File: config.mk
export PLATFORM = sky130hd
export DESIGN_NAME = fdct_row_pass
export DESIGN_NICKNAME = d
export VERILOG_FILES = /design/src/design/fdct_pkg.sv /design/src/design/fdct_row_pass.sv
export VERILOG_INCLUDE_DIRS = /design/src /design/src/design
export SDC_FILE = /design/constraint.sdc
export NUM_CORES = 2
export LEC_CHECK = 0
export ABC_AREA = 1
export BUFFER_PORTS_ARGS = -buffer_cell sky130_fd_sc_hd__buf_4
export CORE_MARGIN = 2
export CORE_UTILIZATION = 40
export DETAILED_ROUTE_END_ITERATION = 12
export PLACE_DENSITY = 0.66
export SLEW_MARGIN = 20
export SYNTH_ARGS = -nofsm -noshare
export SYNTH_HDL_FRONTEND = slang
export SYNTH_SLANG_ARGS = --single-unit
File: constraint.sdc
create_clock -name clk -period 1.4 [get_ports clk]
set_input_delay 0.28 -clock clk [delete_from_list [all_inputs] [get_ports clk]]
set_output_delay 0.28 -clock clk [all_outputs]
set_load 0.01 [all_outputs]
File: src/design/fdct_settings.svh
`ifndef FDCT_SETTINGS_SVH
`define FDCT_SETTINGS_SVH

// ----------------------------------------
// Block geometry
// ----------------------------------------
`define FDCT_BLK 4 // Butterfly only exists for 4x4

// ----------------------------------------
// Datapath widths
// ----------------------------------------
`define FDCT_PIX_W  8
`define FDCT_TMP_W  14 // Row pass output
`define FDCT_COEF_W 12

// ----------------------------------------
// APB map, byte offsets
// ----------------------------------------
`define FDCT_APB_AW      8
`define FDCT_SRC_BASE    8'h00
`define FDCT_REF_BASE    8'h10
`define FDCT_CTRL_ADDR   8'h20
`define FDCT_STATUS_ADDR 8'h24
`define FDCT_COEF_BASE   8'h40

`endif

File: src/design/fdct_pkg.sv
`include "fdct_settings.svh"

package fdct_pkg;

    // Datapath element types
    typedef logic        [`FDCT_PIX_W-1:0]  pixel_t;
    typedef logic signed [`FDCT_TMP_W-1:0]  tmp_t;  // After horizontal pass
    typedef logic signed [`FDCT_COEF_W-1:0] coef_t;

    // Register class of the current APB address
    typedef enum logic [2:0] {
        SRC,
        REF,
        CTRL,
        STATUS,
        COEF,
        NONE
    } reg_sel_e;

    // Job sequencer
    typedef enum logic [1:0] {
        IDLE,
        ROW,  // Row registers loading
        COL,  // Column registers loading
        DONE  // Coefficients land
    } seq_state_e;

endpackage

File: src/design/fdct_row_pass.sv
`include "fdct_settings.svh"

module fdct_row_pass (
    input  logic                                                clk,
    input  logic                                                rst_n,
    input  logic                                                start_i,
    input  fdct_pkg::pixel_t [(`FDCT_BLK*`FDCT_BLK)-1:0]        src_blk_i,
    input  fdct_pkg::pixel_t [(`FDCT_BLK*`FDCT_BLK)-1:0]        ref_blk_i,
    output fdct_pkg::tmp_t   [(`FDCT_BLK*`FDCT_BLK)-1:0]        row_tmp_o,
    output logic                                                row_valid_o
);

    fdct_pkg::tmp_t [(`FDCT_BLK*`FDCT_BLK)-1:0] tmp_nxt;

    // ----------------------------------------
    // Residual and horizontal butterfly
    // ----------------------------------------
    genvar r;
    generate
        for (r = 0; r < `FDCT_BLK; r++) begin : g_row
            logic signed [`FDCT_PIX_W:0]   d0, d1, d2, d3; // One extra bit for the sign
            logic signed [`FDCT_PIX_W+1:0] a0, a1, a2, a3;
            logic signed [23:0]            p1, p3;         // Rotation products

            assign d0 = $signed({1'b0, src_blk_i[`FDCT_BLK*r+0]})
                      - $signed({1'b0, ref_blk_i[`FDCT_BLK*r+0]});
            assign d1 = $signed({1'b0, src_blk_i[`FDCT_BLK*r+1]})
                      - $signed({1'b0, ref_blk_i[`FDCT_BLK*r+1]});
            assign d2 = $signed({1'b0, src_blk_i[`FDCT_BLK*r+2]})
                      - $signed({1'b0, ref_blk_i[`FDCT_BLK*r+2]});
            assign d3 = $signed({1'b0, src_blk_i[`FDCT_BLK*r+3]})
                      - $signed({1'b0, ref_blk_i[`FDCT_BLK*r+3]});

            assign a0 = d0 + d3;
            assign a1 = d1 + d2;
            assign a2 = d1 - d2;
            assign a3 = d0 - d3;

            // Fixed-point rotation, 2217 and 5352 are the scaled cos and sin
            assign p1 = a2 * 2217 + a3 * 5352 + 1812;
            assign p3 = a3 * 2217 - a2 * 5352 + 937;

            assign tmp_nxt[`FDCT_BLK*r+0] = fdct_pkg::tmp_t'((a0 + a1) * 8);
            assign tmp_nxt[`FDCT_BLK*r+1] = fdct_pkg::tmp_t'(p1 >>> 9);
            assign tmp_nxt[`FDCT_BLK*r+2] = fdct_pkg::tmp_t'((a0 - a1) * 8);
            assign tmp_nxt[`FDCT_BLK*r+3] = fdct_pkg::tmp_t'(p3 >>> 9);
        end
    endgenerate

    // ----------------------------------------
    // Pipeline registers
    // ----------------------------------------
    always_ff @(posedge clk or negedge rst_n) begin
        if (!rst_n) begin
            row_valid_o <= 1'b0;
        end else begin
            row_valid_o <= start_i;
        end
    end

    always_ff @(posedge clk) begin
        if (start_i) begin
            row_tmp_o <= tmp_nxt; // Held until the next start
        end
    end

endmodule

# Word level (Yosys, flattened, before mapping)
# Cells that the tools add are included.
[totals]
reg_bits = 201
latch_bits = 0
ram_bits = 0
romBits = 0
input_bits = 259
n_memories = 0
[op_classes]
n_addsub = 56
n_mul = 16
div = 0
magnitude_cmp = 0
n_eq_ne = 0
shift = 0
n_mux = 0
n_bitwise = 0
reduce_logical = 0
[op_table]
columns = ["op", "count"]
rows = [
  ["$mul A10 B13 Y23 const B", 8],
  ["$mul A10 B11 Y20 const B", 8],
  ["$sub A8 B8 Y9", 16],
  ["$add A23 B11 Y23 const B", 4],
  ["$add A23 B12 Y23 const B", 4],
  ["$add A23 B23 Y23", 4],
  ["$sub A23 B23 Y23", 4],
  ["$add A9 B9 Y10", 8],
  ["$sub A9 B9 Y10", 8],
  ["$add A10 B10 Y11", 4],
  ["$sub A10 B10 Y11", 4],
]

# Longest topological paths before layout
[depth]
word_depth = 5
ltp_mapped = 53

# Worst setup path after synthesis
# OpenSTA, ideal clock, no wires.
[synth_timing]
path_type = "in2reg"
start = "in src_blk_i[112] (netlist name)"
end = "reg row_tmp_o[222] (netlist name) (data pin)"
setup_time_ns = 0.258
arrival_ns = 9.503
t_required_ns = 1.142
path_slack_ns = -8.360
stages = 38
n_path_buf = 0
cell_sequence = "inv_1 -> ha_1 -> inv_1 -> fa_1 -> a21oi_1 -> o21bai_1 -> xor2_1 -> inv_1 -> ha_1 -> inv_1 -> a21oi_1 -> nand3_1 -> xor2_1 -> fa_1 -> ha_1 -> inv_1 -> fa_1 -> inv_1 -> [... 2 more ...] -> ha_1 -> xnor2_1 -> inv_1 -> fa_1 -> fa_1 -> fa_1 -> inv_1 -> fa_1 -> inv_1 -> fa_1 -> inv_1 -> ha_1 -> nand2_1 -> nor4_1 -> nand3_1 -> nand3_1 -> a21oi_1 -> xnor2_1"
[synth_via]
elab_chain_cells = 5
[synth_rtl]
columns = ["item", "line", "source"]
rows = [
  ["start, declared", "fdct_row_pass.sv:7", "input fdct_pkg::pixel_t [(`FDCT_BLK*`FDCT_BLK)-1:0] src_blk_i,"],
  ["$sub A8 B8 Y9", "fdct_row_pass.sv:29", "assign d2 = $signed({1'b0, src_blk_i[`FDCT_BLK*r+2]})"],
  ["$sub A9 B9 Y10", "fdct_row_pass.sv:36", "assign a2 = d1 - d2;"],
  ["$mul A10 B11 Y20", "fdct_row_pass.sv:41", "assign p3 = a3 * 2217 - a2 * 5352 + 937;"],
  ["$sub A23 B23 Y23", "fdct_row_pass.sv:41", ""],
  ["$add A23 B11 Y23", "fdct_row_pass.sv:41", ""],
  ["named net g_row[3].p3[21]", "fdct_row_pass.sv:23", "logic signed [23:0] p1, p3;"],
  ["end signal, assigned", "fdct_row_pass.sv:63", "row_tmp_o <= tmp_nxt;"],
  ["end, declared", "fdct_row_pass.sv:9", "output fdct_pkg::tmp_t [(`FDCT_BLK*`FDCT_BLK)-1:0] row_tmp_o,"],
]
# The timed path passes the listed nets, and every way through them passes these cells.
# A chain may end at the register's enable or synchronous reset.

# Worst setup path after layout
[layout_timing]
start = "in src_blk_i[48] (netlist name)"
end = "reg row_tmp_o[83] (netlist name) (data pin)"
[layout_via]
elab_chain_cells = 5
[layout_rtl]
columns = ["item", "line", "source"]
rows = [
  ["$sub A8 B8 Y9", "fdct_row_pass.sv:29", ""],
  ["$sub A9 B9 Y10", "fdct_row_pass.sv:36", ""],
  ["$mul A10 B13 Y23", "fdct_row_pass.sv:40", "assign p1 = a2 * 2217 + a3 * 5352 + 1812;"],
  ["$add A23 B23 Y23", "fdct_row_pass.sv:40", ""],
  ["$add A23 B12 Y23", "fdct_row_pass.sv:40", ""],
  ["named net g_row[1].p1[22]", "fdct_row_pass.sv:23", ""],
]
# The timed path passes the listed nets, and every way through them passes these cells.

==> flow_metrics.tcl <==
set metrics [dict create \
    dieArea_sq_um 142000 \
    worst_slack_ns -7.44 \
    synth_commonest_cells "inv_1, ha_1, nand2_1" \
    syn2layout_area_growth_pct 56.4 \
    critPathMaxFanout 2 \
    slew_headroom 0.640 \
    grt_max_degree 24 \
    async_reset_ff_frac 0.00508 \
    synth_top_family_by_area "adder cells" \
    core_area_sq_um 138000 \
    synth.avg_cell_area_sq_um 8.56 \
    drv_slew 0 \
    synthDistinctLibCells 60 \
    cts_tree "done" \
    path_clk_slew_ns 0.10 \
    synthMuxAreaShare 0 \
    antenna_left 0 \
    cts_max_path_buffers 2 \
    tightest_slew_ns 0.535 \
    yosys.area.top_type "ha_1" \
    drv_cap 0 \
    die_w_um 377 \
    track_usage 0.238 \
    num_rows 136 \
    netlist_instances 6486 \
    wl_per_cell_um 16.2 \
    yosysMostFrequentCell "inv_1" \
    report.final.hold_viol_count 0 \
    portBuffers 459 \
    dieHeight_um 377 \
    synth_xor_area_frac 0.0774 \
    antennaDiodeCount 0 \
    setup_violations 238 \
    violations "setup timing" \
    vias_per_cell 4.83 \
    worstPathArrival_ns 9.14 \
    fin_hold_ws_ns 0.534 \
    netlist_top_cells_area "ha_1, fa_1, edfxtp_1" \
    cts_sinks 197 \
    synth_top_area_frac 0.325 \
    drt-total-wl_um 171000 \
    synth_area_sq_um 55500 \
    ios 484 \
    grt_antenna_before_repair 4 \
    synth_compound_area_frac 0.0912 \
    critPathSlowestCell "fa_2" \
    first_pass_iters 6 \
    ys.warnings.count 0 \
    drcViolationCount 0 \
    drt-initial-drc-count 1925 \
    htreeDepth 4 \
    cp_common_cell "buf_4" \
    dr_total_vias 51100 \
    fin_nets 11000 \
    period_share 6.31 \
    start_util 0.404 \
    min_period_ns 8.84 \
    crit_buf_inv 53 \
    synthAdderAreaFrac 0.512 \
    synthSimpleGateAreaFrac 0.103 \
    layout-drive-gt1-share 0.455 \
    fmax_ghz 0.113 \
    crit_family "buffers and inverters" \
    crit_type "primary input to flip-flop" \
    rsz0062_at_grt "yes" \
    start_kind "primary input" \
    min-delay-path-class "primary input to async pin" \
    worstSetupEndpointType "flip-flop" \
    root_buffer "clkbuf_16" \
    critPathRequiredTime_ns 1.70 \
    synthFlopType "edfxtp_1" \
    finalSetupTns_ns -883.43 \
    status "complete, but fails checks" \
    grt_pass1_vias 54500 \
    cts_buffers 17 \
    grt_overflow 0 \
    grt_pass1_wl_um 271000 \
    max_stage_delay_ns 0.37 \
    synth_edf_count 196 \
    ys_ff_latch 197 \
    gp_congestion 0.947 \
    hpwl_um 143000 \
    ys_seq_area_frac 0.106 \
]
flip-flops by register name (all words and copies together), names as in the netlist:
register and flops:
row_tmp_o 196, row_valid_o 1
placed cells by master, fill, tap and decap left out, drive strengths merged, types with 124 or more instances in the layout:
cell type,instances
a21oi,491
nand3,198
nand2,808
nor2,245
xnor2,124
buf,2299
xor2,362
fa,519
inv,1538
o21ai,175
edfxtp,196
ha,1441
layout make-up:
type                    instances  area, sq um
clock buffers                  17          425
fillers                     11000        50800
well taps                    1794         2240
clock inverters                15          210
flip-flops and latches        197         5910
inverters                    1540         6110
multi-input cells            4722        53900
repair buffers               2302        18100
cell families (layout without fill, tap and decap cells):
group	Yosys count	in the layout
adder cells (fa/ha/maj)	1960	1960
AO/OA/AOI/OAI	882	882
XOR/XNOR	486	486
buffers and inverters	1590	3874
AND/OR/NAND/NOR	1370	1370
other	1	24
flip-flops	197	197
per-stage QoR:
stage                     instance area, sq um   util  instances  worst slack [ns]
final                                    86900  0.631      10600             -7.44
after global placement                   78000  0.567      10300             -7.93
after CTS                                84000  0.610      10500             -7.26
after floorplan                          60500      -       6509             -7.68
after detailed placement                 78000  0.567      10300             -8.12
after global routing                     86900  0.631      10600             -7.68
repair_timing:
item                                    4_1_cts  5_1_grt
gates cloned                                  0        0
resized for setup                           813      515
pin swaps                                   726      492
hold buffers                                  3        0
endpoints found under the setup margin      376      366
endpoints found under the hold margin         6        0
setup buffers                               193       73
routing by layer:
layer  wire length (um)  track usage  up-vias  share of wire
met5                  0            0        -              0
met4               4950       0.0693        0          0.029
met3               6350       0.0274      239          0.037
met2              86000        0.427      925           0.50
met1              73900        0.299    24600           0.43
li1                   -            -    25300              -
path summary, 6_finish.rpt:
| check | slack [ns] | depth (start not counted) | end | start |
|---|---|---|---|---|
| max in group asynchronous | 0.77 | 3 | row_valid_o | rst_n |
| max | -7.44 | 75 | row_tmp_o[83] | src_blk_i[48] |
| min | 0.53 | 3 | row_valid_o | rst_n |
| min in group clk | 0.62 | 2 | row_tmp_o[4] | start_i |
Power is left out: the tool's default activity adds up to more than one toggle a clock period on the data nets, which glitch-free logic cannot reach.
