### src/design/fdct_settings.svh
`ifndef FDCT_SETTINGS_SVH
`define FDCT_SETTINGS_SVH

// ----------------------------------------
// Block geometry
// ----------------------------------------
`define FDCT_BLK 4 // Butterfly only exists for 4x4

// ----------------------------------------
// Datapath widths
// ----------------------------------------
`define FDCT_PIX_W  8
`define FDCT_TMP_W  14 // Row pass output
`define FDCT_COEF_W 12

// ----------------------------------------
// APB map, byte offsets
// ----------------------------------------
`define FDCT_APB_AW      8
`define FDCT_SRC_BASE    8'h00
`define FDCT_REF_BASE    8'h10
`define FDCT_CTRL_ADDR   8'h20
`define FDCT_STATUS_ADDR 8'h24
`define FDCT_COEF_BASE   8'h40

`endif

### src/design/fdct_pkg.sv
`include "fdct_settings.svh"

package fdct_pkg;

    // Datapath element types
    typedef logic        [`FDCT_PIX_W-1:0]  pixel_t;
    typedef logic signed [`FDCT_TMP_W-1:0]  tmp_t;  // After horizontal pass
    typedef logic signed [`FDCT_COEF_W-1:0] coef_t;

    // Register class of the current APB address
    typedef enum logic [2:0] {
        SRC,
        REF,
        CTRL,
        STATUS,
        COEF,
        NONE
    } reg_sel_e;

    // Job sequencer
    typedef enum logic [1:0] {
        IDLE,
        ROW,  // Row registers loading
        COL,  // Column registers loading
        DONE  // Coefficients land
    } seq_state_e;

endpackage

### src/design/fdct_col_pass.sv
`include "fdct_settings.svh"

module fdct_col_pass (
    input  logic                                                clk,
    input  logic                                                rst_n,
    input  logic                                                row_valid_i,
    input  fdct_pkg::tmp_t   [(`FDCT_BLK*`FDCT_BLK)-1:0]        row_tmp_i,
    output fdct_pkg::coef_t  [(`FDCT_BLK*`FDCT_BLK)-1:0]        coef_blk_o,
    output logic                                                col_valid_o
);

    fdct_pkg::coef_t [(`FDCT_BLK*`FDCT_BLK)-1:0] coef_nxt;

    // ----------------------------------------
    // Vertical butterfly, one per column
    // ----------------------------------------
    genvar c;
    generate
        for (c = 0; c < `FDCT_BLK; c++) begin : g_col
            logic signed [`FDCT_TMP_W:0] b0, b1, b2, b3;
            logic signed [31:0]          s0, s2;
            logic signed [31:0]          p1, p3;
            logic signed [31:0]          q1;

            assign b0 = row_tmp_i[c] + row_tmp_i[`FDCT_BLK*3+c];
            assign b1 = row_tmp_i[`FDCT_BLK+c] + row_tmp_i[`FDCT_BLK*2+c];
            assign b2 = row_tmp_i[`FDCT_BLK+c] - row_tmp_i[`FDCT_BLK*2+c];
            assign b3 = row_tmp_i[c] - row_tmp_i[`FDCT_BLK*3+c];

            assign s0 = (b0 + b1 + 7) >>> 4; // DC and middle AC
            assign s2 = (b0 - b1 + 7) >>> 4;

            assign p1 = b2 * 2217 + b3 * 5352 + 12000;
            assign p3 = (b3 * 2217 - b2 * 5352 + 51000) >>> 16;

            // VP8 bias applied after the shift
            assign q1 = (p1 >>> 16) + ((b3 != 0) ? 32'sd1 : 32'sd0);

            assign coef_nxt[c]              = fdct_pkg::coef_t'(s0);
            assign coef_nxt[`FDCT_BLK+c]    = fdct_pkg::coef_t'(q1);
            assign coef_nxt[`FDCT_BLK*2+c]  = fdct_pkg::coef_t'(s2);
            assign coef_nxt[`FDCT_BLK*3+c]  = fdct_pkg::coef_t'(p3);
        end
    endgenerate

    // ----------------------------------------
    // Output registers
    // ----------------------------------------
    always_ff @(posedge clk or negedge rst_n) begin
        if (!rst_n) begin
            coef_blk_o  <= '0;
            col_valid_o <= 1'b0;
        end else begin
            col_valid_o <= row_valid_i;
            if (row_valid_i) begin
                coef_blk_o <= coef_nxt; // Readable until the next job lands
            end
        end
    end

endmodule

### config.mk
export PLATFORM = sky130hd
export DESIGN_NAME = fdct_col_pass
export DESIGN_NICKNAME = d
export VERILOG_FILES = /design/src/design/fdct_pkg.sv /design/src/design/fdct_col_pass.sv
export VERILOG_INCLUDE_DIRS = /design/src /design/src/design
export SDC_FILE = /design/constraint.sdc
export NUM_CORES = 2
export LEC_CHECK = 0
export ABC_AREA = 1
export BUFFER_PORTS_ARGS = -buffer_cell sky130_fd_sc_hd__buf_2
export CAP_MARGIN = 15
export CORE_UTILIZATION = 45
export CTS_BUF_LIST = sky130_fd_sc_hd__clkbuf_16
export DETAILED_ROUTE_END_ITERATION = 10
export SYNTH_ARGS = -nofsm -noshare
export SYNTH_HDL_FRONTEND = slang
export SYNTH_SLANG_ARGS = --single-unit
### constraint.sdc
create_clock -name clk -period 1.1 [get_ports clk]
set_input_delay 0.22 -clock clk [delete_from_list [all_inputs] [get_ports clk]]
set_output_delay 0.22 -clock clk [all_outputs]
set_load 0.05 [all_outputs]
* Word level (Yosys, flattened, before mapping)
Cells that the tools add are included.
** Cells by class
- Add/subtract/negate cells :: 52
- Multiply operators :: 16
- Mux-type cells :: 4
- Reduce and logical (&&, ||, !) cells :: 4
** Operators by type and width (number)
- multiplier 15 x 13 -> 28 bit, second input constant :: 8
- multiplier 15 x 11 -> 25 bit, second input constant :: 8
- adder 16 x 4 -> 16 bit, second input constant :: 8
- nonzero test 32 bit :: 4
- adder 14 x 14 -> 15 bit :: 8
- subtractor 14 x 14 -> 15 bit :: 8
- adder 28 x 15 -> 28 bit, second input constant :: 4
- adder 28 x 17 -> 28 bit, second input constant :: 4
- adder 28 bit :: 4
- subtractor 28 bit :: 4
- adder 15 x 15 -> 16 bit :: 4
- subtractor 15 x 15 -> 16 bit :: 4
- adder 12 x 2 -> 12 bit :: 4
- 2-to-1 mux 1 bit :: 4
** Storage, ports and cells
- Flip-flop bits (word level) :: 193
- Bits of input ports :: 227
- Output and inout port bits :: 193
- Logic and storage cells :: 93

* Depth between registers and ports, before layout
- Depth in word-level cells :: 5
- Gate-level depth with buffers :: 65
- Mapped depth without buffers :: 65

* Worst setup path after synthesis
No wires, ideal clock.
- Path kind :: in2reg
- From :: in row_tmp_i[0] (netlist bit)
- To :: reg coef_blk_o[54] (netlist bit)
- Setup time :: 0.134 ns
- Arrival time :: 9.427 ns
- Data required time :: 0.966 ns
- Path slack :: -8.461 ns
- Cell stages on the path :: 51
- Buffers on the path :: 0
- Cell sequence :: inv_1 > ha_1 > inv_1 > fa_1 > nand2_1 > nand3_2 > xor2_1 > inv_1 > xor2_1 > ha_1 > o21bai_1 > ha_1 > inv_1 > fa_1 > inv_1 > fa_1 > inv_1 > fa_1 > [... 15 more ...] > inv_1 > fa_1 > inv_1 > ha_1 > nand2_1 > inv_1 > a21oi_1 > nand2_1 > a21oi_1 > xnor2_1 > ha_1 > ha_1 > nand3_1 > nor2_1 > nand2_1 > nor2_2 > xor2_1 > o21ai_0
** On the way
- Word-level cells in the longest chain between the ends :: 5
- Elaborated cells on any way between the ends :: 7
- Those cells by class :: add/sub (4); mul (1); mux (1); reduce/logical (1)
** RTL lines
- start: declaration :: line fdct_col_pass.sv:7 : input fdct_pkg::tmp_t [(`FDCT_BLK*`FDCT_BLK)-1:0] row_tmp_i,
- subtractor 14 x 14 -> 15 bit * :: line fdct_col_pass.sv:28 : assign b3 = row_tmp_i[c] - row_tmp_i[`FDCT_BLK*3+c];
- multiplier 15 x 11 -> 25 bit :: line fdct_col_pass.sv:33 : assign p1 = b2 * 2217 + b3 * 5352 + 12000;
- adder 28 bit :: line fdct_col_pass.sv:33
- adder 28 x 15 -> 28 bit :: line fdct_col_pass.sv:33
- adder 12 x 2 -> 12 bit * :: line fdct_col_pass.sv:37 : assign q1 = (p1 >>> 16) + ((b3 != 0) ? 32'sd1 : 32'sd0);
- end signal: assignment :: line fdct_col_pass.sv:56 : coef_blk_o <= coef_nxt;
- end: declaration :: line fdct_col_pass.sv:8 : output fdct_pkg::coef_t [(`FDCT_BLK*`FDCT_BLK)-1:0] coef_blk_o,
Every way passes the cells marked *; elsewhere a longest branch is shown, timed or not.
A chain may end at the register's enable or synchronous reset.

* Worst setup path after layout
- From :: in row_tmp_i[42] (netlist bit)
- To :: reg coef_blk_o[93] (netlist bit)
The elaborated chain is that of the path after synthesis.

==> results.md <==
* Status: finished with violations
* Violations in the final reports: setup timing
* Count of nets after finishing at 17600
* Worst Hold Launch: row_valid_i
* Timing-limited maximum frequency at 108 MHz
* Cell area after technology mapping at 85900 sq um
* Minimum setup slack in the final design at -8.13 ns
* Pin count of the biggest net entering global routing at 55
* Detailed Routing Iterations Pass 1 at 6
* Setup repair after global routing missed its margin: yes
* Number of fill cells in the layout at 15900
* Remaining Overflow, GRT at 0
* Total I/O pin count at 420
* Minimum clock period after layout at 9.23 ns
* Global-route wire length before repair at 465000 um
* Final setup fails at 385
* Width of the die at 439 um
* Asr flop ratio synth at 1.00
* Max stage delay cell, worst path: fa_2
* EDFF count, synth at 0
* Critical path type: input pin to flip-flop
* Clock latency at the later pin of the worst-skew pair at 0.55 ns
* Part of the Yosys area used for sequential elements at 0.0562
* Crit path top cell by count: nand2_1
* Worst path arrival time at 9.72 ns
* DIE AREA at 193000 sq um
* Number of DRC violations after detailed routing at 0
* Clock tree from TritonCTS: done
* GRT Total Usage at 0.308
* Synth Flop Type: dfrtp_1
* Max-cap violation count at 0
* Reg2Reg Setup Slack at 0.19 ns
* Final slew viol count at 0
* Critical path capture point type: flip-flop
* Final number of hold-violating endpoints at 0
* Routed wire length at 298000 um
* Avg Inst Size Synth at 7.77 sq um
* Fraction of layout cells with a size suffix above 1 at 0.370
* Buffers from clock root to sink, at most at 2
* Half-perimeter wire length after detailed placement at 264000 um
* Destination of the worst hold path: col_valid_o
* Routability Congestion at 1.02
* Number of global-route vias before repair at 86500
* Synthesis Warnings at 0
* Post-Place Worst Slack at -9.04 ns
* Post-synthesis cell type count at 68
* Delay of the slowest cell on the worst path at 0.56 ns
* Via density per instance at 4.87
* Per-cell routed wire length at 17.6 um
* Maximum fanout count along the critical path at 5
* Antenna violation net count after detailed routing at 0
* Final worst path period share at 8.39
* Most common cell after layout, fill and taps aside: buf_4
* Type of origin of the critical path: input pin
* Worst-Margin Slew at 0.793 ns
* Worst Reg2Reg Path Length in Cells at 2
* Crit Reg-Reg Startpoint: coef_blk_o[54]
* Gate count of the mapped netlist at 11100
* Setup Skew at 0 ns
* Cell depth of the worst min-delay path at 2
* Port Buf Inserts at 419
* Site Rows at 160
* Relative max-transition margin at 0.466
* Endpoint of the lowest-slack register-to-register path: coef_blk_o[54]
* Min-delay worst type: input pin to flip-flop
* Top library cells by usage in the layout, fill and taps aside: 2883 x buf_4, 2580 x inv_1, 1643 x ha_1
* Number of buffers created by CTS at 17
* H-tree levels at 4
* FF+latch count, synth at 193
* Clock transition at the registers of the reported paths at 0.08 ns
* Drt first-iter violations at 3362
* Effective utilization at floorplan at 0.452
* Post-synthesis to final-layout area growth at 46.9%
* Clock Sinks at 193
* Placeable core region at 190000 sq um
* Data required time at the worst endpoint at 1.59 ns
* Root buffer cell: clkbuf_16
* Initial antenna violation count at 34
* Die boundary height at 439 um
* Via count of the routed design at 82700
-- layout make-up --
type	count	area (sq um)	share of cell area
clock inverter	15	148	0.00117
sequential	193	4830	0.0383
clock buffer	17	425	0.00337
inverter	2881	11000	0.0875
tap	2511	3140	0.0249
multi-input combinational	7885	80600	0.638
antenna	49	123	0.000971
timing repair buffer	3419	25900	0.205
-- per-layer routing --
layer,global-route usage,wire length [um],vias to the layer above
met2,0.532,145000,1375
met5,0.00422,38,-
met4,0.142,15600,4
met3,0.0314,10700,417
met1,0.385,127000,39800
li1,-,-,41100
-- through the flow --
step / TNS, ns / cell area, sq um / hold slack [ns] / cells / utilization
final: -1011.96 / 126000 / 0.118 / 17000 / 0.664
after CTS: -1021.18 / 122000 / 0.0547 / 16800 / 0.643
after global routing: -1074.25 / 126000 / 0.0682 / 17000 / 0.664
after global placement: -1073.13 / 117000 / 0.108 / 16600 / 0.616
after detailed placement: -1085.91 / 117000 / 0.108 / 16600 / 0.616
after floorplan: -895.10 / 91200 / -0.0756 / 11100 / -
-- kinds of logic (layout without fill, tap and decap cells) --
family | Yosys count | in the layout | share of synthesized area
other cells | 2 | 54 | 0.0000874
buf+inv | 2986 | 6332 | 0.132
simple gates | 3163 | 3163 | 0.155
xor+xnor | 564 | 564 | 0.0598
fa+ha+maj | 2968 | 2968 | 0.516
compound gates | 1185 | 1185 | 0.0802
flops | 193 | 193 | 0.0562
-- how the worst max path moves through the flow --
stage	startpoint	to	slack, ns	cells past startpoint
2_1_floorplan	row_tmp_i[199]	coef_blk_o[78]	-8.07	48
3_3_place_gp	row_tmp_i[32]	coef_blk_o[83]	-8.94	56
3_5_place_dp	row_tmp_i[32]	coef_blk_o[83]	-9.04	54
4_1_cts	row_tmp_i[70]	coef_blk_o[167]	-7.96	47
5_1_grt	row_tmp_i[42]	coef_blk_o[95]	-8.53	57
6_report	row_tmp_i[42]	coef_blk_o[93]	-8.13	55
-- worst max-delay path: cells and delay by family --
kind,cells,cell delay (ns)
fa+ha+maj,14,5.47
simple gates,22,2.11
compound gates,5,0.78
xor+xnor,2,0.35
buf+inv,12,0.75
-- registers in the layout, summed over array words and instances, names as in the netlist --
| register | flops |
|---|---|
| col_valid_o | 1 |
| coef_blk_o | 192 |
-- synthesized netlist by cell type, types with 30 or more instances --
cell type,number,area share
inv_1,2858,0.12
ha_1,2003,0.29
nand2_1,1940,0.085
fa_1,965,0.22
a21oi_1,522,0.030
nor2_1,441,0.019
nand3_1,419,0.024
xor2_1,414,0.042
o21ai_0,276,0.016
dfrtp_1,193,0.056
xnor2_1,135,0.014
nand4_1,102,0.0074
o21bai_1,82,0.0072
nor3_1,75,0.0044
a31oi_1,73,0.0053
or2_2,60,0.0044
a21o_1,47,0.0041
buf_2,46,0.0027
clkbuf_1,43,0.0019
o21a_1,30,0.0026
-- timing repair --
action / in CTS / in global routing
endpoints found under the setup margin: 385 / 385
setup buffers: 174 / 113
gates resized for setup: 695 / 680
hold buffers: 1 / 0
hold endpoints to repair: 193 / 0
pin swaps: 503 / 562
Power is left out: the tool's default activity adds up to more than one toggle a clock period on the data nets, which glitch-free logic cannot reach.
