`src/design/fdct_settings.svh`:
```
`ifndef FDCT_SETTINGS_SVH
`define FDCT_SETTINGS_SVH

// ----------------------------------------
// Block geometry
// ----------------------------------------
`define FDCT_BLK 4 // Butterfly only exists for 4x4

// ----------------------------------------
// Datapath widths
// ----------------------------------------
`define FDCT_PIX_W  8
`define FDCT_TMP_W  14 // Row pass output
`define FDCT_COEF_W 12

// ----------------------------------------
// APB map, byte offsets
// ----------------------------------------
`define FDCT_APB_AW      8
`define FDCT_SRC_BASE    8'h00
`define FDCT_REF_BASE    8'h10
`define FDCT_CTRL_ADDR   8'h20
`define FDCT_STATUS_ADDR 8'h24
`define FDCT_COEF_BASE   8'h40

`endif

```
`src/design/fdct_pkg.sv`:
```
`include "fdct_settings.svh"

package fdct_pkg;

    // Datapath element types
    typedef logic        [`FDCT_PIX_W-1:0]  pixel_t;
    typedef logic signed [`FDCT_TMP_W-1:0]  tmp_t;  // After horizontal pass
    typedef logic signed [`FDCT_COEF_W-1:0] coef_t;

    // Register class of the current APB address
    typedef enum logic [2:0] {
        SRC,
        REF,
        CTRL,
        STATUS,
        COEF,
        NONE
    } reg_sel_e;

    // Job sequencer
    typedef enum logic [1:0] {
        IDLE,
        ROW,  // Row registers loading
        COL,  // Column registers loading
        DONE  // Coefficients land
    } seq_state_e;

endpackage

```
`src/design/fdct_apb_regs.sv`:
```
`include "fdct_settings.svh"

module fdct_apb_regs (
    input  logic                                                clk,
    input  logic                                                rst_n,
    input  logic                                                psel_i,
    input  logic                                                penable_i,
    input  logic                                                pwrite_i,
    input  logic [`FDCT_APB_AW-1:0]                             paddr_i,
    input  logic [31:0]                                         pwdata_i,
    output logic [31:0]                                         prdata_o,
    output logic                                                pready_o,
    output logic                                                pslverr_o,
    output fdct_pkg::pixel_t [(`FDCT_BLK*`FDCT_BLK)-1:0]        src_blk_o,
    output fdct_pkg::pixel_t [(`FDCT_BLK*`FDCT_BLK)-1:0]        ref_blk_o,
    output logic                                                start_o,
    input  fdct_pkg::coef_t  [(`FDCT_BLK*`FDCT_BLK)-1:0]        coef_blk_i,
    input  logic                                                col_valid_i
);

    localparam int NPIX       = `FDCT_BLK * `FDCT_BLK;
    localparam int BUF_BYTES  = `FDCT_BLK * 4;  // One word per pixel row
    localparam int COEF_BYTES = NPIX * 4;
    localparam int WIDX_W     = $clog2(`FDCT_BLK);
    localparam int CIDX_W     = $clog2(NPIX);

    fdct_pkg::reg_sel_e   reg_sel;
    fdct_pkg::seq_state_e state_q;
    fdct_pkg::seq_state_e state_d;

    logic [`FDCT_APB_AW-1:0] src_off, ref_off, coef_off;
    logic [WIDX_W-1:0]       word_idx;
    logic [CIDX_W-1:0]       coef_idx;
    logic                    access, err, wr_ok, start_acc;
    logic                    busy, done_q;
    logic [31:0]             rd_data;

    // ----------------------------------------
    // Address decode
    // ----------------------------------------
    assign src_off  = paddr_i - `FDCT_SRC_BASE; // Wraps below base, so one compare
    assign ref_off  = paddr_i - `FDCT_REF_BASE;
    assign coef_off = paddr_i - `FDCT_COEF_BASE;

    always_comb begin
        reg_sel = fdct_pkg::NONE;
        if (paddr_i[1:0] == 2'b00) begin // Word accesses only
            if (src_off < BUF_BYTES) begin
                reg_sel = fdct_pkg::SRC;
            end else if (ref_off < BUF_BYTES) begin
                reg_sel = fdct_pkg::REF;
            end else if (paddr_i == `FDCT_CTRL_ADDR) begin
                reg_sel = fdct_pkg::CTRL;
            end else if (paddr_i == `FDCT_STATUS_ADDR) begin
                reg_sel = fdct_pkg::STATUS;
            end else if (coef_off < COEF_BYTES) begin
                reg_sel = fdct_pkg::COEF;
            end
        end
    end

    assign word_idx = (reg_sel == fdct_pkg::REF) ? ref_off[WIDX_W+1:2] : src_off[WIDX_W+1:2];
    assign coef_idx = coef_off[CIDX_W+1:2];

    // Error and write qualification
    assign access = psel_i && penable_i;
    assign err    = (reg_sel == fdct_pkg::NONE)
                 || (pwrite_i && (reg_sel == fdct_pkg::STATUS || reg_sel == fdct_pkg::COEF))
                 || (pwrite_i && busy);                 // Buffers locked during a job
    assign wr_ok     = access && pwrite_i && !err;
    assign start_acc = wr_ok && (reg_sel == fdct_pkg::CTRL) && pwdata_i[0];

    assign pready_o  = 1'b1; // Zero wait states
    assign pslverr_o = access && err;

    // ----------------------------------------
    // Pixel buffers
    // ----------------------------------------
    always_ff @(posedge clk) begin
        if (wr_ok && reg_sel == fdct_pkg::SRC) begin
            src_blk_o[`FDCT_BLK*word_idx +: `FDCT_BLK] <= pwdata_i; // Pixel k in byte k
        end
        if (wr_ok && reg_sel == fdct_pkg::REF) begin
            ref_blk_o[`FDCT_BLK*word_idx +: `FDCT_BLK] <= pwdata_i;
        end
    end

    // ----------------------------------------
    // Sequencer
    // ----------------------------------------
    always_comb begin
        state_d = state_q;
        case (state_q)
            fdct_pkg::IDLE: if (start_acc) state_d = fdct_pkg::ROW;
            fdct_pkg::ROW:  state_d = fdct_pkg::COL;
            fdct_pkg::COL:  state_d = fdct_pkg::DONE;
            fdct_pkg::DONE: if (col_valid_i) state_d = fdct_pkg::IDLE;
            default:        state_d = fdct_pkg::IDLE;
        endcase
    end

    assign busy = (state_q != fdct_pkg::IDLE);

    always_ff @(posedge clk or negedge rst_n) begin
        if (!rst_n) begin
            state_q <= fdct_pkg::IDLE;
            start_o <= 1'b0;
            done_q  <= 1'b0;
        end else begin
            state_q <= state_d;
            start_o <= start_acc; // Single-cycle pulse
            if (start_acc) begin
                done_q <= 1'b0;
            end else if (state_q == fdct_pkg::DONE && col_valid_i) begin
                done_q <= 1'b1;   // Sticky until next start
            end
        end
    end

    // Read mux
    always_comb begin
        rd_data = '0;
        case (reg_sel)
            fdct_pkg::SRC:    rd_data = src_blk_o[`FDCT_BLK*word_idx +: `FDCT_BLK];
            fdct_pkg::REF:    rd_data = ref_blk_o[`FDCT_BLK*word_idx +: `FDCT_BLK];
            fdct_pkg::STATUS: rd_data = {30'b0, done_q, busy};
            fdct_pkg::COEF: begin
                rd_data = {{(32-`FDCT_COEF_W){coef_blk_i[coef_idx][`FDCT_COEF_W-1]}},
                           coef_blk_i[coef_idx]};
            end
            default:          rd_data = '0; // CTRL reads as zero
        endcase
    end

    assign prdata_o = rd_data;

endmodule

```
`config.mk`:
```
export PLATFORM = sky130hd
export DESIGN_NAME = fdct_apb_regs
export DESIGN_NICKNAME = d
export VERILOG_FILES = /design/src/design/fdct_pkg.sv /design/src/design/fdct_apb_regs.sv
export VERILOG_INCLUDE_DIRS = /design/src /design/src/design
export SDC_FILE = /design/constraint.sdc
export NUM_CORES = 1
export LEC_CHECK = 0
export BUFFER_PORTS_ARGS = -buffer_cell sky130_fd_sc_hd__buf_4
export CAP_MARGIN = 20
export CORE_ASPECT_RATIO = 1.1
export CORE_MARGIN = 4
export CORE_UTILIZATION = 25
export DETAILED_ROUTE_END_ITERATION = 10
export HOLD_SLACK_MARGIN = 0.06
export MAX_ROUTING_LAYER = met4
export SLEW_MARGIN = 20
export SYNTH_ARGS = -nofsm -noshare
export SYNTH_HDL_FRONTEND = slang
export SYNTH_SLANG_ARGS = --single-unit
```
`constraint.sdc`:
```
create_clock -name clk -period 2.98 [get_ports clk]
set_input_delay 0.447 -clock clk [delete_from_list [all_inputs] [get_ports clk]]
set_output_delay 0.447 -clock clk [all_outputs]
set_load 0.01 [all_outputs]
```
-- Word level (Yosys, flattened, before mapping)
Cells that the tools add are included.
- $add $sub $neg: 3
- magnitude comparators: 4
- equality and inequality tests: 12
- shift-type cells: 25
- muxes and demuxes: 17
- reduce and logical (&&, ||, !) cells: 21
- operators by type and width (cell ; count):
    indexed part select 4 x 34 -> 16 bit ; 8
    bitwise mux 128 bit ; 2
    indexed part select 16 x 5 -> 4 bit ; 16
    one-hot mux 32 bit (4 select lines) ; 1
    binary-select mux 12 bit (select 4 bit) ; 1
    negator 4 -> 34 bit ; 1
    variable shift 4 x 34 -> 16 bit (first input constant) ; 1
    equality test 8 x 6 -> 1 bit (second input constant) ; 2
    < comparator 8 x 5 -> 1 bit (second input constant) ; 2
    2-to-1 mux 3 bit ; 5
    2-to-1 mux 12 bit ; 1
    logical AND 1 bit ; 11
    < comparator 8 x 7 -> 1 bit (second input constant) ; 1
    one-hot mux 2 bit (4 select lines) ; 1
    subtractor 8 x 5 -> 8 bit (second input constant) ; 1
    subtractor 8 x 7 -> 8 bit (second input constant) ; 1
    equality test 3 x 2 -> 1 bit (second input constant) ; 2
    equality test 3 bit (second input constant) ; 2
    2-to-1 mux 2 bit ; 3
    < comparator 4 x 5 -> 1 bit (second input constant) ; 1
    equality test 2 bit (second input constant) ; 2
    zero test 2 bit ; 2
    inequality test 2 bit (second input constant) ; 2
    nonzero test 2 bit ; 2
    7 further kinds ; 11
- bits in registers: 260
- input port bits: 238
- output and inout bits: 291
- logic and storage cells: 117

-- Depth between registers and ports, before layout
Gate-level depths: netlist of run 1.
- depth in word-level cells: 19
- mapped depth: 9
- depth with buffers taken out: 6

-- Worst setup path after synthesis of run 1
Ideal clock, no wire load.
- path kind: input to register
- from: input port paddr_i[3]
- to: register ref_blk_o[0] (netlist name), enable pin
- setup time: 392 ps
- arrival: 3056 ps
- required time: 2588 ps
- setup slack: -468 ps
- stages: 9
- buffers on the path: 3
- cells stage by stage: buf_4 > buf_2 > buf_2 > inv_1 > ha_1 > nor4bb_1 > or4_4 > nor3b_2 > and2_1
- longest elaborated chain between the ends: 16
- elaborated cells between the ends (all ways): 24
- classes of those cells: add/sub (2); order compare (3); eq/ne (6); mux (6); reduce/logical (7)
- ends and longest elaborated chain (item ; RTL line ; source):
    start, declared ; fdct_apb_regs.sv:9 ; input logic [`FDCT_APB_AW-1:0] paddr_i,
    subtractor 8 x 7 -> 8 bit (no source line) ; n/a ;
    < comparator 8 x 7 -> 1 bit ; fdct_apb_regs.sv:56 ; end else if (coef_off < COEF_BYTES) begin
    2-to-1 mux 1 bit ; fdct_apb_regs.sv:56 ;
    2-to-1 mux 3 bit ; fdct_apb_regs.sv:54 ; end else if (paddr_i == `FDCT_STATUS_ADDR) begin
    2-to-1 mux 3 bit ; fdct_apb_regs.sv:52 ; end else if (paddr_i == `FDCT_CTRL_ADDR) begin
    2-to-1 mux 3 bit ; fdct_apb_regs.sv:50 ; end else if (ref_off < BUF_BYTES) begin
    2-to-1 mux 3 bit (*) ; fdct_apb_regs.sv:48 ; if (src_off < BUF_BYTES) begin
    2-to-1 mux 3 bit (*) ; fdct_apb_regs.sv:47 ; if (paddr_i[1:0] == 2'b00) begin
    equality test 3 x 2 -> 1 bit / equality test 3 bit (equally long branches) ; fdct_apb_regs.sv:68 ; || (pwrite_i && (reg_sel == fdct_pkg::STATUS || reg_sel == fdct_pkg::COEF))
    logical OR 1 bit ; fdct_apb_regs.sv:68 ;
    logical AND 1 bit ; fdct_apb_regs.sv:68 ;
    logical OR 1 bit ; fdct_apb_regs.sv:68 ;
    logical OR 1 bit ; fdct_apb_regs.sv:69 ; || (pwrite_i && busy);
    zero test 1 bit ; fdct_apb_regs.sv:70 ; assign wr_ok = access && pwrite_i && !err;
    logical AND 1 bit ; fdct_apb_regs.sv:70 ;
    logical AND 1 bit (*) ; fdct_apb_regs.sv:83 ; if (wr_ok && reg_sel == fdct_pkg::REF) begin
    end signal, assigned by index ; fdct_apb_regs.sv:84 ; ref_blk_o[`FDCT_BLK*word_idx +: `FDCT_BLK] <= pwdata_i;
    end, declared ; fdct_apb_regs.sv:15 ; output fdct_pkg::pixel_t [(`FDCT_BLK*`FDCT_BLK)-1:0] ref_blk_o,
Every way passes the cells marked *; elsewhere a longest branch is shown, timed or not.
A chain may end at the register's enable or synchronous reset.

-- Worst setup path in the final report of run 1
- from: input port paddr_i[2]
- to: output port prdata_o[6]
- longest elaborated chain between the ends: 12
- elaborated cells between the ends (all ways): 23
- classes of those cells: add/sub (2); order compare (3); eq/ne (5); shift (2); mux (10); reduce/logical (1)
- ends and longest elaborated chain (item ; RTL line ; source):
    subtractor 8 x 7 -> 8 bit (no source line) ; n/a ;
    < comparator 8 x 7 -> 1 bit ; fdct_apb_regs.sv:56 ;
    2-to-1 mux 1 bit ; fdct_apb_regs.sv:56 ;
    2-to-1 mux 3 bit ; fdct_apb_regs.sv:54 ;
    2-to-1 mux 3 bit ; fdct_apb_regs.sv:52 ;
    2-to-1 mux 3 bit ; fdct_apb_regs.sv:50 ;
    2-to-1 mux 3 bit ; fdct_apb_regs.sv:48 ;
    2-to-1 mux 3 bit ; fdct_apb_regs.sv:47 ;
    equality test 3 x 1 -> 1 bit ; fdct_apb_regs.sv:62, fdct_apb_regs.sv:123 ;
    2-to-1 mux 2 bit ; fdct_apb_regs.sv:62 ; assign word_idx = (reg_sel == fdct_pkg::REF) ? ref_off[WIDX_W+1:2] : src_off[WIDX_W+1:2];
    indexed part select 16 x 5 -> 4 bit (on tied branches) ; fdct_apb_regs.sv:125, fdct_apb_regs.sv:124 ;
    one-hot mux 32 bit (4 select lines) (*) ; fdct_apb_regs.sv:123 ; case (reg_sel)
    end, declared ; fdct_apb_regs.sv:11 ; output logic [31:0] prdata_o,
Every way passes the cells marked *; elsewhere a longest branch is shown, timed or not. The select of a mux whose other input is x is not followed.

==> results of run 1 <==
==> power by group <==
group / switching (mW) / leakage, nW / internal [mW] / total, mW
combinational: 0.432 / 4.55 / 0.564 / 0.996
clock: 1.37 / 0.433 / 2.00 / 3.37
sequential: 0.0193 / 2.52 / 4.02 / 4.04
==> state kept, by name, indices dropped and copies added (netlist names) <==
register and cells:
done_q 1, ref_blk_o 128, src_blk_o 128, start_o 1, state_q 2
==> per-stage QoR <==
stage                     instances  area (µm²)  hold WS (ps)  setup TNS [ps]
after global routing           1968       18740         162.2               0
after global placement         1918       17850         245.5               0
after CTS                      1966       18740         149.6               0
after detailed placement       1918       17850         246.4               0
final                          1968       18740         183.8               0
after floorplan                 734       12600         151.4          -34860
==> cell families after synthesis <==
| group | count (synthesis) | synth area share [%] |
|---|---|---|
| flops | 260 | 61.85 |
| other cells | 1 | 0.02978 |
| fa+ha+maj | 8 | 0.7950 |
| compound gates | 42 | 2.395 |
| mux | 123 | 21.02 |
| buf+inv | 60 | 2.365 |
| simple gates | 240 | 11.55 |
==> worst max-delay path, cell delays in order <==
cell and delay, ps:
clkbuf_8 260, buf_12 200, buf_4 200, mux4_2 510, a22oi_1 340, nand4_1 220, buf_4 200
==> Yosys cell counts (2+ instances only) <==
cell type | count | area (µm²)
edfxtp_1 | 256 | 7687
and2_1 | 137 | 857.1
mux4_2 | 112 | 2522
nand2_1 | 33 | 123.9
a22oi_1 | 32 | 240.2
clkbuf_1 | 30 | 112.6
nand3_1 | 24 | 120.1
buf_2 | 13 | 65.06
nand4_1 | 13 | 81.33
mux2_2 | 11 | 123.9
ha_1 | 8 | 100.1
buf_4 | 7 | 52.55
inv_1 | 5 | 18.77
nor2b_1 | 5 | 31.28
nor3b_2 | 5 | 62.56
buf_6 | 4 | 45.04
dfrtp_1 | 4 | 100.1
a21oi_1 | 3 | 15.01
nor3_1 | 3 | 15.01
nor3b_1 | 3 | 22.52
a31oi_1 | 2 | 12.51
and3_1 | 2 | 12.51
nor2_1 | 2 | 7.510
o21ai_0 | 2 | 10.01
==> per-layer routing <==
metal | global-route usage, % | vias up
met5 | - | -
met4 | 5.145 | 0
met3 | 3.844 | 61
met2 | 34.91 | 480
met1 | 20.20 | 4939
li1 | - | 4069
==> what timing repair did <==
item / 4_1_cts / 5_1_grt
hold buffers: 1 / 0
buffers inserted: 0 / 0
endpoints found under the hold margin: 4 / 0
==> worst max-delay path by stage <==
stage	to	depth (start not counted)	start	slack, ps
2_1_floorplan	ref_blk_o[32]$_DFFE_PP_	9	paddr_i[3]	-140
3_3_place_gp	prdata_o[10]	6	paddr_i[2]	130
3_5_place_dp	prdata_o[9]	7	paddr_i[2]	130
4_1_cts	prdata_o[9]	4	src_blk_o[41]$_DFFE_PP_	130
5_1_grt	prdata_o[5]	7	paddr_i[2]	7
6_report	prdata_o[6]	7	paddr_i[2]	130
==> cell type report <==
cell class	count	area share (%)
timing repair buffer	580	24.95
sequential	260	41.55
inverter	5	0.1001
clock buffer	31	3.685
clock inverter	16	0.9947
antenna	2	0.02670
multi-input combinational	414	24.29
tap	660	4.406
==> summary.txt, run 1 <==
Synthesis
  – Sequential fraction of the synthesis area: 61.85%
  – Post-synthesis register bit count: 260
  – Avg Cell Area, Syn: 17.15 µm²
  – Share of flip-flops with an asynchronous set or reset: 1.538%
  – Yosys warns: 0
  – Cell count after synthesis: 734
  – Distinct cells, synth: 42
  – Syn_nets: 980
  – Post-Syn Area: 12590 µm²
  – Number of synthesized flops with an enable pin: 256
  – Top FF cell, synth: edfxtp_1

Routing
  – Routed via count: 9549
  – DRT met1 WL: 18.71 mm
  – WL met2: 28.08 mm
  – Initial DRC count: 581
  – Antenna Nets Post-Route: 0
  – DR vias/cell: 4.852
  – Routed met3 length: 3.626 mm
  – DRT Pass-1 Iters: 5
  – DRC Markers: 0
  – Wirelength per Cell: 26.35 µm
  – Max Used Layer: met4
  – Drt total wl: 51.86 mm

Cells and area
  – Final nets: 1533
  – Layout cells sized above 1: 58.35%
  – Final Util: 37.54%
  – Area Growth Syn to Fin: 48.85%
  – Area of the multi-input gates: 4552 µm²
  – Reg area: 7787 µm²
  – Most frequent cells in the layout: buf_4 (553), edfxtp_1 (256), and2_1 (129)
  – Commonest non-fill, non-tap cell in the layout: buf_4
  – Fill count: 4824

Placed design
  – Final GP Congestion: 0.9341
  – Worst slack, placed: 126.1 ps
  – DPL Wire Length: 39.96 mm
  – Port Buffers: 527

Timing
  – Final period util: 95.61%
  – Max frequency: 351.0 MHz
  – Slew Limit Fails: 0
  – Final Hold Vio Count: 0
  – Post-route setup slack: 130.8 ps
  – Tmin final: 2849 ps
  – # setup viols final: 0
  – RSZ-0062 raised after global routing: false
  – Worst clock skew: 10.43 ps

Power
  – PwrDens: 448.3 nW/µm²
  – Peak supply drop: 475.3 µV
  – PnR Total Power: 8.403 mW
  – LEAKAGE: 7.498 nW

Worst setup path
  – R2R setup slack: 410 ps
  – CP arrival: 2400 ps
  – Worst Setup Path Type: input port to output pin
  – Reg2reg end: ref_blk_o[34]$_DFFE_PP_
  – Reg2reg start: state_q[0]$_DFFE_PN0P_
  – Reg2Reg Depth: 7
  – CP endpoint kind: output pin
  – Critical Path Fanout Max: 19
  – Worst Path Required: 2530 ps
  – Worst Setup Start Kind: input port

Floorplan
  – Die Ht: 243.4 µm
  – Total core area: 49930 µm²
  – Ports: 529
  – Width of the die: 222.0 µm
  – Initial Util: 25.22%
  – Die ar.: 54020 µm²
  – Num rows: 86

Global route
  – Pin count of the biggest net entering global routing: 71
  – First-pass GRT wire length: 72.82 mm
  – Vias in the first global route: 10.22k
  – Gr ovfl total: 0
  – GRT Total Usage: 18.72%
  – Initial antenna violation count: 2

Worst hold path
  – Min-Delay Path Depth: 3
  – Hold Path Class: input port to flop
  – HP Start: col_valid_i
  – Min-Delay Endpoint: done_q$_DFFE_PN0P_

Clock network
  – Clk Latency, worst-skew pair: 530 ps
  – Clock transition at path regs: 60 ps
  – Clock sinks: 260
  – H-tree depth: 1
  – Cts repair resizes: 0
  – Worst-case clock buffer depth: 3
  – CTS tree: done
  – Total CTS buffers: 26
  – Root buffer cell: clkbuf_16

Job
  – Max Cap Viol: 0

Outcome
  – Status: finished, final reports clean
Power figures use the tool's default switching activity.
==> run 2: changes to the inputs <==
==> constraint.sdc (replaced) <==
create_clock -name clk -period 3.3 [get_ports clk]
set_input_delay 0.495 -clock clk [delete_from_list [all_inputs] [get_ports clk]]
set_output_delay 0.495 -clock clk [all_outputs]
set_load 0.01 [all_outputs]
==> run 2 against run 1 <==
Effect of this change:
- wire length grew 1.7%
- sequential power shrank 9.9%
- total power shrank 9.7%
- largest cell class unchanged
- sequential share of layout area grew 0.38 points
- die area is the same
- via count shrank 0.73%
- clock skew shrank 3.1 ps
- critical endpoint unchanged
==> summary.txt, run 2 (synthesis results as in run 1) <==
Worst setup path
  – Critical Path Fanout Max: 11
  – Critical Path End: prdata_o[6]
  – R2R setup slack: 750 ps
  – Worst Path Required: 2800 ps
  – Worst Setup Path Type: input port to output pin
  – Reg2Reg Depth: 7
  – Reg2reg start: state_q[0]$_DFFE_PN0P_
  – CP arrival: 2560 ps
  – Worst setup startpoint: paddr_i[1]
  – CP endpoint kind: output pin
  – Worst Setup Start Kind: input port
  – Reg2reg end: ref_blk_o[126]$_DFFE_PP_

Cells and area
  – Largest registers: ref_blk_o x128, src_blk_o x128, state_q x2
  – Final Util: 37.20%
  – Most frequent cells in the layout: buf_4 (549), edfxtp_1 (256), and2_1 (129)
  – Post-Layout Cell Count: 1956
  – Final nets: 1523
  – Layout cells sized above 1: 58.22%
  – Area Growth Syn to Fin: 47.51%
  – Commonest non-fill, non-tap cell in the layout: buf_4
  – Design area: 18570 µm²

Job
  – Max Cap Viol: 0

Global route
  – Initial antenna violation count: 2
  – Pin count of the biggest net entering global routing: 47
  – Vias in the first global route: 10.29k
  – Gr ovfl total: 0
  – GRT Total Usage: 19.05%
  – First-pass GRT wire length: 73.96 mm

Routing
  – Max Used Layer: met4
  – Drt total wl: 52.74 mm
  – DR vias/cell: 4.846
  – Routed via count: 9479
  – Antenna Nets Post-Route: 0
  – DRT met1 WL: 18.92 mm
  – WL met2: 28.96 mm
  – Routed met3 length: 3.569 mm
  – Wirelength per Cell: 26.96 µm
  – Initial DRC count: 512
  – DRT Pass-1 Iters: 4
  – DRC Markers: 0

Floorplan
  – Ports: 529
  – Num rows: 86
  – Die Ht: 243.4 µm
  – Initial Util: 25.22%
  – Width of the die: 222.0 µm
  – Total core area: 49930 µm²
  – Die ar.: 54020 µm²

Clock network
  – H-tree depth: 1
  – Cts repair resizes: 0
  – Worst-case clock buffer depth: 3
  – Root buffer cell: clkbuf_16
  – CTS tree: done
  – Clock transition at path regs: 60 ps
  – Clk Latency, worst-skew pair: 530 ps
  – Total CTS buffers: 27
  – Clock sinks: 260

Timing
  – Slew @ Worst Pin: 781.5 ps
  – RSZ-0062 raised after global routing: false
  – Final Hold Vio Count: 0
  – # setup viols final: 0
  – Hold Slack: 232.1 ps
  – Slew Limit Fails: 0
  – Worst clock skew: 7.320 ps
  – Final period util: 92.53%
  – Max-slew headroom: 47.84%
  – Setup TNS: 0 ps
  – Tmin final: 3053 ps
  – Max frequency: 327.5 MHz

Power
  – Cell internal pwr: 5.942 mW
  – Switching Share: 21.65%
  – Seq pwr share: 48.0%
  – Net switching power: 1.642 mW
  – Clock network power share: 40.3%
  – LEAKAGE: 7.425 nW
  – PwrDens: 408.4 nW/µm²
  – Comb pwr share: 11.7%
  – Peak supply drop: 416.7 µV

Worst hold path
  – Hold Path Class: input port to flop

Placed design
  – Area of placed instances: 17680 µm²
  – Port Buffers: 527
  – Final GP Congestion: 0.9576
  – Placed cell count: 1907
  – DPL Wire Length: 39.00 mm

Outcome
  – Status: finished, final reports clean
[run 2: cell type report]
class	instances	area, µm²
Timing Repair Buffer	569	4506
Sequential cell	260	7787
Multi-Input combinational cell	414	4552
Antenna cell	1	2.502
Clock buffer	32	694.4
Tap cell	660	825.8
Clock inverter	15	186.4
Fill cell	4790	31360
Inverter	5	18.77
[run 2: timing repair]
| action | in CTS | in global routing |
|---|---|---|
| endpoints found under the hold margin | 4 | 0 |
| hold buffers | 1 | 0 |
| setup buffers | 0 | 0 |
[run 2: per-layer routing]
layer | vias up | global-route usage, %
met2 | 471 | 36.01
met5 | - | -
met1 | 4897 | 20.52
met3 | 65 | 3.784
li1 | 4046 | -
met4 | 0 | 4.561
[run 2: how the worst min path moves through the flow]
stage | from | endpoint | cells past startpoint
2_1_floorplan | rst_n | done_q$_DFFE_PN0P_ | 0
3_3_place_gp | rst_n | start_o$_DFF_PN0_ | 1
3_5_place_dp | rst_n | start_o$_DFF_PN0_ | 1
4_1_cts | col_valid_i | done_q$_DFFE_PN0P_ | 3
5_1_grt | col_valid_i | done_q$_DFFE_PN0P_ | 3
6_report | col_valid_i | done_q$_DFFE_PN0P_ | 3
[run 2: through the flow]
step | power, mW | worst slack, ps
final | 7.585 | 246.5
after global routing | 7.868 | 81.58
after CTS | 7.662 | 192.4
after detailed placement | 4.605 | 198.7
after global placement | 4.594 | 207.3
after floorplan | 4.175 | 135.8
[run 2: power groups by stage]
stage | clock network [mW] | registers [mW] | logic (mW)
floorplan | 0 | 3.71 | 0.466
detailed placement | 0 | 3.71 | 0.891
global route | 3.27 | 3.64 | 0.952
global placement | 0 | 3.71 | 0.880
finish | 3.06 | 3.64 | 0.886
CTS | 3.12 | 3.64 | 0.897
[run 2: worst max-delay path: stages]
cell,delay [ps]
buf_4,130
nor4_1,470
and3b_2,620
buf_4,280
a22oi_1,210
nand4_1,190
buf_4,150
